$ cat config.mk
export PLATFORM = sky130hd
export DESIGN_NAME = quick_rs232
export DESIGN_NICKNAME = d
export VERILOG_FILES = /design/src/hdl/rs232_pkg.sv /design/src/hdl/rx_fifo.sv /design/src/hdl/rs232_tx.sv /design/src/hdl/rs232_rx.sv /design/src/hdl/quick_rs232.sv
export SDC_FILE = /design/constraint.sdc
export NUM_CORES = 1
export LEC_CHECK = 0
export ABC_AREA = 1
export BUFFER_PORTS_ARGS = -buffer_cell sky130_fd_sc_hd__buf_2
export CAP_MARGIN = 30
export CORE_MARGIN = 2
export CORE_UTILIZATION = 60
export CTS_BUF_LIST = sky130_fd_sc_hd__clkbuf_8 sky130_fd_sc_hd__clkbuf_16
export CTS_CLUSTER_DIAMETER = 200
export DETAILED_ROUTE_END_ITERATION = 10
export PLACE_DENSITY = 0.75
export SETUP_SLACK_MARGIN = 0.15
export SLEW_MARGIN = 25
export SYNTH_ARGS = -nofsm -noshare
export SYNTH_HDL_FRONTEND = slang
export SYNTH_SLANG_ARGS = --single-unit
$ cat constraint.sdc
create_clock -name clk -period 2.5 [get_ports clk]
set_input_delay 0.375 -clock clk [delete_from_list [all_inputs] [get_ports clk]]
set_output_delay 0.375 -clock clk [all_outputs]
set_load 0.02 [all_outputs]
$ cat src/hdl/rs232_pkg.sv
// framing is fixed at 8 data bits, one stop bit and no flow control; TICKS_PER_BIT must be 4 or more
package rs232_pkg;

    //////////////////////////////////////////////////////////////////////
    // character format and bit timing
    //////////////////////////////////////////////////////////////////////

    localparam int DATA_BITS      = 8;                  // lsb goes out first
    localparam int TICKS_PER_BIT  = 16;                 // about 434 for 50 MHz at 115200 bit/s
    localparam int HALF_BIT_TICKS = TICKS_PER_BIT / 2;  // mid-bit sampling point

    typedef enum logic [1:0]
    {
        PARITY_NONE,
        PARITY_EVEN,
        PARITY_ODD
    } parity_mode_e;

    localparam parity_mode_e PARITY_MODE = PARITY_EVEN;

    //////////////////////////////////////////////////////////////////////
    // receive buffer
    //////////////////////////////////////////////////////////////////////

    localparam int RX_FIFO_DEPTH    = 16;  // power of two, pointers wrap on their own
    localparam int RX_FIFO_PTR_BITS = $clog2(RX_FIFO_DEPTH);

    //////////////////////////////////////////////////////////////////////
    // shared types
    //////////////////////////////////////////////////////////////////////

    typedef logic [DATA_BITS-1:0]            rs232_byte_t;
    typedef logic [$clog2(TICKS_PER_BIT)-1:0] bit_tick_t;   // counts 0 .. TICKS_PER_BIT-1
    typedef logic [3:0]                      bit_index_t;
    typedef logic [RX_FIFO_PTR_BITS-1:0]     fifo_ptr_t;
    typedef logic [RX_FIFO_PTR_BITS:0]       fifo_count_t; // one extra bit to hold full

    // one-cycle error pulses toward the user side
    typedef struct packed
    {
        logic parity_err;
        logic frame_err;
        logic overrun;
    } rx_status_t;

endpackage

$ cat src/hdl/rx_fifo.sv
// first-word-fall-through, depth must be a power of two; a push into a full buffer is lost
`timescale 1ns/10ps

module rx_fifo import rs232_pkg::*;
(
    input  logic        clk,
    input  logic        rst,
    input  rs232_byte_t push_data,
    input  logic        push,
    input  logic        pop,
    output rs232_byte_t head_data,
    output logic        valid,
    output logic        overrun
);

    rs232_byte_t mem [RX_FIFO_DEPTH];
    fifo_ptr_t   wr_ptr;
    fifo_ptr_t   rd_ptr;
    fifo_count_t count;
    logic        full;
    logic        do_push;
    logic        do_pop;

    assign valid     = (count != '0);
    assign full      = (count == fifo_count_t'(RX_FIFO_DEPTH));
    assign do_pop    = pop && valid;            // pop on empty is ignored
    assign do_push   = push && (!full || do_pop); // a pop frees the slot in the same cycle
    assign head_data = mem[rd_ptr];

    always_ff @(posedge clk)
    begin
        if (do_push)
        begin
            mem[wr_ptr] <= push_data;
        end
    end

    always_ff @(posedge clk)
    begin
        if (rst)
        begin
            wr_ptr  <= '0;
            rd_ptr  <= '0;
            count   <= '0;
            overrun <= 1'b0;
        end
        else
        begin
            overrun <= push && !do_push;
            if (do_push)
            begin
                wr_ptr <= wr_ptr + 1'b1;
            end
            if (do_pop)
            begin
                rd_ptr <= rd_ptr + 1'b1;
            end
            case ({do_push, do_pop})
                2'b10:   count <= count + 1'b1;
                2'b01:   count <= count - 1'b1;
                default: count <= count;
            endcase
        end
    end

endmodule

$ cat src/hdl/rs232_tx.sv
// level request, one acknowledge pulse per character; tx_data is only read in the accept cycle
`timescale 1ns/10ps

module rs232_tx import rs232_pkg::*;
(
    input  logic        clk,
    input  logic        rst,
    input  rs232_byte_t tx_data,
    input  logic        tx_data_ready,
    output logic        tx,
    output logic        tx_data_copied,
    output logic        tx_busy
);

    typedef enum logic [2:0]
    {
        TX_IDLE,
        TX_START,
        TX_DATA,
        TX_PARITY,
        TX_STOP
    } tx_state_e;

    tx_state_e   state;
    bit_tick_t   tick;          // cycle within the current bit
    bit_index_t  bit_idx;       // data bit on the line
    rs232_byte_t tx_shift;      // bit 0 is the one on the line
    logic        tx_parity;     // xor of the data bits sent so far
    logic        tick_last;
    logic        accept;

    assign tick_last = (tick == bit_tick_t'(TICKS_PER_BIT - 1));
    assign accept    = (state == TX_IDLE) && tx_data_ready;

    // character shifter, payload only
    always_ff @(posedge clk)
    begin
        if (accept)
        begin
            tx_shift <= tx_data;
        end
        else if (state == TX_DATA && tick_last)
        begin
            tx_shift <= {1'b0, tx_shift[DATA_BITS-1:1]};
        end
    end

    //////////////////////////////////////////////////////////////////////
    // frame sequencer
    //////////////////////////////////////////////////////////////////////

    always_ff @(posedge clk)
    begin
        if (rst)
        begin
            state          <= TX_IDLE;
            tx             <= 1'b1;     // line idles at mark
            tx_data_copied <= 1'b0;
            tx_busy        <= 1'b0;
            tick           <= '0;
            bit_idx        <= '0;
            tx_parity      <= 1'b0;
        end
        else
        begin
            tx_data_copied <= 1'b0;

            if (state != TX_IDLE)
            begin
                tick <= tick_last ? '0 : tick + 1'b1;
            end

            case (state)
                TX_IDLE:
                begin
                    if (tx_data_ready)
                    begin
                        state          <= TX_START;
                        tx             <= 1'b0;    // start bit
                        tx_busy        <= 1'b1;
                        tx_data_copied <= 1'b1;
                        tick           <= '0;
                        bit_idx        <= '0;
                    end
                end
                TX_START:
                begin
                    if (tick_last)
                    begin
                        state     <= TX_DATA;
                        tx        <= tx_shift[0];
                        tx_parity <= tx_shift[0];
                    end
                end
                TX_DATA:
                begin
                    if (tick_last)
                    begin
                        if (bit_idx == bit_index_t'(DATA_BITS - 1))
                        begin
                            if (PARITY_MODE == PARITY_NONE)
                            begin
                                state <= TX_STOP;
                                tx    <= 1'b1;
                            end
                            else
                            begin
                                // odd mode inverts so the total count of ones is odd
                                state <= TX_PARITY;
                                tx    <= tx_parity ^ (PARITY_MODE == PARITY_ODD);
                            end
                        end
                        else
                        begin
                            tx        <= tx_shift[1];     // shifter moves on this same edge
                            tx_parity <= tx_parity ^ tx_shift[1];
                            bit_idx   <= bit_idx + 1'b1;
                        end
                    end
                end
                TX_PARITY:
                begin
                    if (tick_last)
                    begin
                        state <= TX_STOP;
                        tx    <= 1'b1;
                    end
                end
                TX_STOP:
                begin
                    if (tick_last)
                    begin
                        state   <= TX_IDLE;
                        tx_busy <= 1'b0;
                    end
                end
                default:
                begin
                    state <= TX_IDLE;
                    tx    <= 1'b1;
                end
            endcase
        end
    end

endmodule

$ cat src/hdl/rs232_rx.sv
// rx is asynchronous and gets two sync flops; only one error is flagged per frame, framing first
`timescale 1ns/10ps

module rs232_rx import rs232_pkg::*;
(
    input  logic        clk,
    input  logic        rst,
    input  logic        rx,
    output rs232_byte_t rx_char,
    output logic        rx_char_strobe,
    output logic        parity_err,
    output logic        frame_err
);

    typedef enum logic [2:0]
    {
        RX_IDLE,
        RX_START_CHECK,
        RX_DATA,
        RX_PARITY,
        RX_STOP,
        RX_REARM
    } rx_state_e;

    rx_state_e  state;
    logic       rx_meta;
    logic       rx_sync;
    bit_tick_t  tick;
    bit_index_t bit_idx;
    logic       data_parity;    // running xor of the sampled data bits
    logic       parity_bad;
    logic       parity_expected;
    logic       tick_last;
    logic       half_last;
    logic       sample_data;

    assign tick_last       = (tick == bit_tick_t'(TICKS_PER_BIT - 1));
    assign half_last       = (tick == bit_tick_t'(HALF_BIT_TICKS - 1));
    assign sample_data     = (state == RX_DATA) && tick_last;
    assign parity_expected = data_parity ^ (PARITY_MODE == PARITY_ODD);

    // two-flop synchronizer, held at mark during reset
    always_ff @(posedge clk)
    begin
        if (rst)
        begin
            rx_meta <= 1'b1;
            rx_sync <= 1'b1;
        end
        else
        begin
            rx_meta <= rx;
            rx_sync <= rx_meta;
        end
    end

    // lsb arrives first, so shift in from the top
    always_ff @(posedge clk)
    begin
        if (sample_data)
        begin
            rx_char <= {rx_sync, rx_char[DATA_BITS-1:1]};
        end
    end

    //////////////////////////////////////////////////////////////////////
    // frame sequencer
    //////////////////////////////////////////////////////////////////////

    always_ff @(posedge clk)
    begin
        if (rst)
        begin
            state          <= RX_IDLE;
            tick           <= '0;
            bit_idx        <= '0;
            data_parity    <= 1'b0;
            parity_bad     <= 1'b0;
            rx_char_strobe <= 1'b0;
            parity_err     <= 1'b0;
            frame_err      <= 1'b0;
        end
        else
        begin
            rx_char_strobe <= 1'b0;
            parity_err     <= 1'b0;
            frame_err      <= 1'b0;

            case (state)
                RX_IDLE:
                begin
                    tick <= '0;
                    if (!rx_sync)
                    begin
                        state <= RX_START_CHECK;    // falling edge, line was high to get here
                    end
                end
                RX_START_CHECK:
                begin
                    tick <= tick + 1'b1;
                    if (half_last)
                    begin
                        // still low at mid start bit, otherwise it was a glitch
                        state       <= rx_sync ? RX_IDLE : RX_DATA;
                        tick        <= '0;
                        bit_idx     <= '0;
                        data_parity <= 1'b0;
                        parity_bad  <= 1'b0;
                    end
                end
                RX_DATA:
                begin
                    tick <= tick_last ? '0 : tick + 1'b1;
                    if (tick_last)
                    begin
                        data_parity <= data_parity ^ rx_sync;
                        bit_idx     <= bit_idx + 1'b1;
                        if (bit_idx == bit_index_t'(DATA_BITS - 1))
                        begin
                            state <= (PARITY_MODE == PARITY_NONE) ? RX_STOP : RX_PARITY;
                        end
                    end
                end
                RX_PARITY:
                begin
                    tick <= tick_last ? '0 : tick + 1'b1;
                    if (tick_last)
                    begin
                        parity_bad <= (rx_sync != parity_expected);
                        state      <= RX_STOP;
                    end
                end
                RX_STOP:
                begin
                    tick <= tick_last ? '0 : tick + 1'b1;
                    if (tick_last)
                    begin
                        state <= RX_REARM;
                        // a low stop bit means the frame is misaligned, parity is moot then
                        if (!rx_sync)
                        begin
                            frame_err <= 1'b1;
                        end
                        else if (parity_bad)
                        begin
                            parity_err <= 1'b1;
                        end
                        else
                        begin
                            rx_char_strobe <= 1'b1;
                        end
                    end
                end
                RX_REARM:
                begin
                    if (rx_sync)
                    begin
                        state <= RX_IDLE;   // wait for mark before the next start
                    end
                end
                default:
                begin
                    state <= RX_IDLE;
                end
            endcase
        end
    end

endmodule

$ cat src/hdl/quick_rs232.sv
// RS-232 port without flow control; rx_status bits are single-cycle pulses, rx_valid is a level
`timescale 1ns/10ps

module quick_rs232 import rs232_pkg::*;
(
    input  logic        clk,
    input  logic        rst,
    // serial line
    input  logic        rx,
    output logic        tx,
    // transmit side
    input  rs232_byte_t tx_data,
    input  logic        tx_data_ready,
    output logic        tx_data_copied,
    output logic        tx_busy,
    // receive side
    output rs232_byte_t rx_data,
    output logic        rx_valid,
    input  logic        rx_read,
    output rx_status_t  rx_status
);

    rs232_byte_t rx_char;
    logic        rx_char_strobe;
    logic        rx_parity_err;
    logic        rx_frame_err;
    logic        fifo_overrun;

    //////////////////////////////////////////////////////////////////////
    // transmitter
    //////////////////////////////////////////////////////////////////////

    rs232_tx rs232_tx_i
    (
        .clk            (clk),
        .rst            (rst),
        .tx_data        (tx_data),
        .tx_data_ready  (tx_data_ready),
        .tx             (tx),
        .tx_data_copied (tx_data_copied),
        .tx_busy        (tx_busy)
    );

    //////////////////////////////////////////////////////////////////////
    // receiver and its buffer
    //////////////////////////////////////////////////////////////////////

    rs232_rx rs232_rx_i
    (
        .clk            (clk),
        .rst            (rst),
        .rx             (rx),
        .rx_char        (rx_char),
        .rx_char_strobe (rx_char_strobe),
        .parity_err     (rx_parity_err),
        .frame_err      (rx_frame_err)
    );

    rx_fifo rx_fifo_i
    (
        .clk       (clk),
        .rst       (rst),
        .push_data (rx_char),
        .push      (rx_char_strobe),   // only good characters get here
        .pop       (rx_read),
        .head_data (rx_data),
        .valid     (rx_valid),
        .overrun   (fifo_overrun)
    );

    assign rx_status.parity_err = rx_parity_err;
    assign rx_status.frame_err  = rx_frame_err;
    assign rx_status.overrun    = fifo_overrun;

endmodule

==> key figures <==
Route
  • Vias: 5,790
  • Routed wire length: 17.57 mm
  • # DRC: 0
  • Avg Vias per Cell: ~5.6
  • Drt first pass iters: 5
  • DRT iter0 DRCs: 663
  • Post-route ant nets: 0
  • Drt wl/cell: 17.07 µm

Worst setup path
  • Max incr delay on CP: roughly 400 ps
  • CP cell instances: buf_16, nand2_1, o211ai_1, nand3_1, nand3_1, nand2_1, buf_2
  • Worst setup EP type: output port
  • Type of the worst setup path: flop to output port
  • Setup crit start kind: flop
  • CP required: approximately 2100 ps
  • CP max-delay cell: dfxtp_4
  • WP data arrival: 1880 ps
  • Critical-path maximum fanout: 64

STA
  • Final Hold Vio Count: 0
  • Tmin final: ~2300 ps
  • Endpoints failing setup: 0
  • RSZ-0062 raised after global routing: true
  • Worst Clk Skew: 10.63 ps
  • Fmax: between 400 and 500 MHz
  • Tcrit/Tclk final: around 90%
  • Slew Limit Fails: 0
  • Relative slew slack: 44.77%
  • Slew @ Worst Pin: 828.5 ps
  • Setup TNS: 0 ps

Die
  • Die Y: 122.2 µm
  • Initial Util: between 60% and 70%
  • # IOs: 28
  • Die ar.: 14,940 µm²
  • Area of the core: 13,770 µm²
  • DIE WIDTH: about 120 µm
  • # rows: 43

Logic synthesis
  • Synth Area in XOR/XNOR: 0.8357%
  • Synthesized netlist cell count: just over 800
  • Adder and majority cell fraction of the synthesized area: 2.030%
  • Synth Area in Simple Gates: 14.94%
  • Seq/Total Area, Yosys: between 60 and 70%
  • Main synth FF type: edfxtp_1
  • Cell taking the most area after synthesis: edfxtp_1
  • Largest cells by area after synthesis: edfxtp_1 52%, dfxtp_1 12%, nand2_1 5.4%
  • YS warnings: 0
  • Flops & latches, synth: between 150 and 200
  • Number of enable flip-flop cells after synthesis: 144
  • Post-synth top area share: between 50% and 60%
  • Post-synth ARST share: 0%
  • Cell variety after synth: 38
  • Fraction of synthesized area in multiplexers: 0.9402%
  • Syn nets: roughly 840
  • Post-Synthesis Mean Instance Area: slightly above 10 µm²
  • Synth Area in Compound Gates: 10.52%
  • Largest family of logic cells by synthesized area: simple AND/OR/NAND/NOR gates
  • Cell Area, Synth: 8384 µm²

CTS
  • Sink Count: 195
  • Post-CTS Hold Buffers: 0
  • CTS tree: yes
  • Worst-Skew Late Latency: 440 ps
  • Htree depth: 4
  • CTS buffer count: 17
  • Clock-pin slew on the worst setup and hold paths: 60 ps
  • CTS root buf: clkbuf_16
  • CTS Buffer Depth: 2

Pwr
  • Peak supply drop: 0.6114 mV
  • Leakage power: 3.590 nW
  • Power Dens Cells: 975.7 nW/µm²
  • Overall Power: 9.095 mW

Global route
  • GRT Residual Overflow: 0
  • First-pass GRT wire length: between 20 and 30 mm
  • Largest net degree at the start of global routing: approximately 130
  • Vias in the first global route: 5,562
  • GRT Util Overall: between 20 and 25%
  • Initial antenna violation count: 0

Final layout
  • Fill cell count: 1,044
  • Most common cell after layout, fill and taps aside: edfxtp_1
  • Commonest non-fill, non-tap cells in the layout: 144 x edfxtp_1, 120 x nand2_1, 116 x inv_1
  • Fin nets: 862
  • Area Overhead vs Synth: 11.18%
  • Share of cells above drive strength 1: 12.25%
  • N_diodes: 0

Placement
  • DPL Wire Length: ~11 mm
  • IO Port Bufs: 27
  • RePlAce Congestion: 0.8650

Outcome
  • Run status: completed

Hold path
  • Worst min path class: primary input to flop

Run
  • Maxcap violations: 0
## cells in the mapped netlist (all sizes together) (2+ instances only)
cell type,instances
clkbuf,16
buf,16
a21oi,61
inv,116
xnor2,3
mux2,7
nand3,73
ha,12
xor2,5
dfxtp,51
or2,2
nand2,127
o211ai,34
edfxtp,144
nor2,70
nor3,6
nand4,4
o21ai,55
## per-stage QoR
step	setup WS (ps)	util [%]	hold WS, ps	area [µm²]	cells
6_report	246.5	67.68	122.1	9321	1029
5_1_grt	153.9	67.68	122.4	9321	1029
4_1_cts	158.7	67.31	108.5	9270	1027
3_5_place_dp	336.4	63.24	408.3	8710	995
3_3_place_gp	504.7	63.24	398.7	8710	995
2_1_floorplan	419.2	-	389.5	8384	809
## logic make-up after synthesis
group                    after synthesis
multiplexers                           7
AO/OA/AOI/OAI                        153
AND/OR/NAND/NOR                      285
buffers and inverters                148
adder cells (fa/ha/maj)               13
flip-flops                           195
XOR/XNOR                               8
## sequential cells by signal, indices dropped and copies added (netlist names), 4 cells and up, named ones only
| name | flops |
|---|---|
| rs232_tx_i.tick | 4 |
| rx_fifo_i.mem | 128 |
| rx_fifo_i.rd_ptr | 4 |
| rs232_rx_i.tick | 4 |
| rs232_tx_i.tx_shift | 8 |
| rx_fifo_i.wr_ptr | 4 |
| rs232_tx_i.bit_idx | 4 |
| rs232_rx_i.bit_idx | 4 |
| rs232_rx_i.rx_char | 8 |
| rx_fifo_i.count | 5 |
## routing by layer
metal	vias to the layer above	part of all wire, %	global-route usage, %
li1	2808	-	-
met1	2737	42	31.29
met2	216	50	41.04
met3	29	5.8	4.600
met4	0	2.0	9.842
met5	-	0	0
## critical path, delay by kind of cell, from the launching register on
family / cells / cell delay, ps
AND/OR/NAND/NOR: 4 / 480
buffers and inverters: 2 / 410
flip-flops: 1 / 400
AO/OA/AOI/OAI: 1 / 120
## path summary, 6_finish.rpt
path                                         start            endpoint  slack (ps)  cells past startpoint
worst min register to register  rs232_rx_i.rx_meta  rs232_rx_i.rx_sync         420                      1
worst max-delay path                          flop          rx_data[6]         250                      7
worst min-delay path                            rx  rs232_rx_i.rx_meta         120                      2
worst max register to register  rx_fifo_i.count[0]  rx_fifo_i.count[4]         350                     13
## what timing repair did
item                                    CTS  global route
gates cloned                              0             1
gates resized for setup                   1             4
endpoints found under the setup margin    8             9
buffers inserted                          0             1
## layout make-up
cell class              count  area, µm²  share of cell area [%]
flip-flops and latches    195       5353                   57.42
multi-input cells         466       2459                   26.38
inverters                 116      437.9                   4.698
clock buffers              17      425.4                   4.564
repair buffers             40      289.0                   3.101
well taps                 180      225.2                   2.416
clock inverters            15      132.6                   1.423
## report_power, final
| group | internal, mW | switching (mW) | total (mW) |
|---|---|---|---|
| sequential | 3.67 | 0.221 | 3.89 |
| combinational | 0.937 | 1.69 | 2.63 |
| clock | 1.45 | 1.13 | 2.57 |
| total | 6.06 | 3.04 | 9.09 |
No activity file was read; power rests on OpenSTA's default activity.
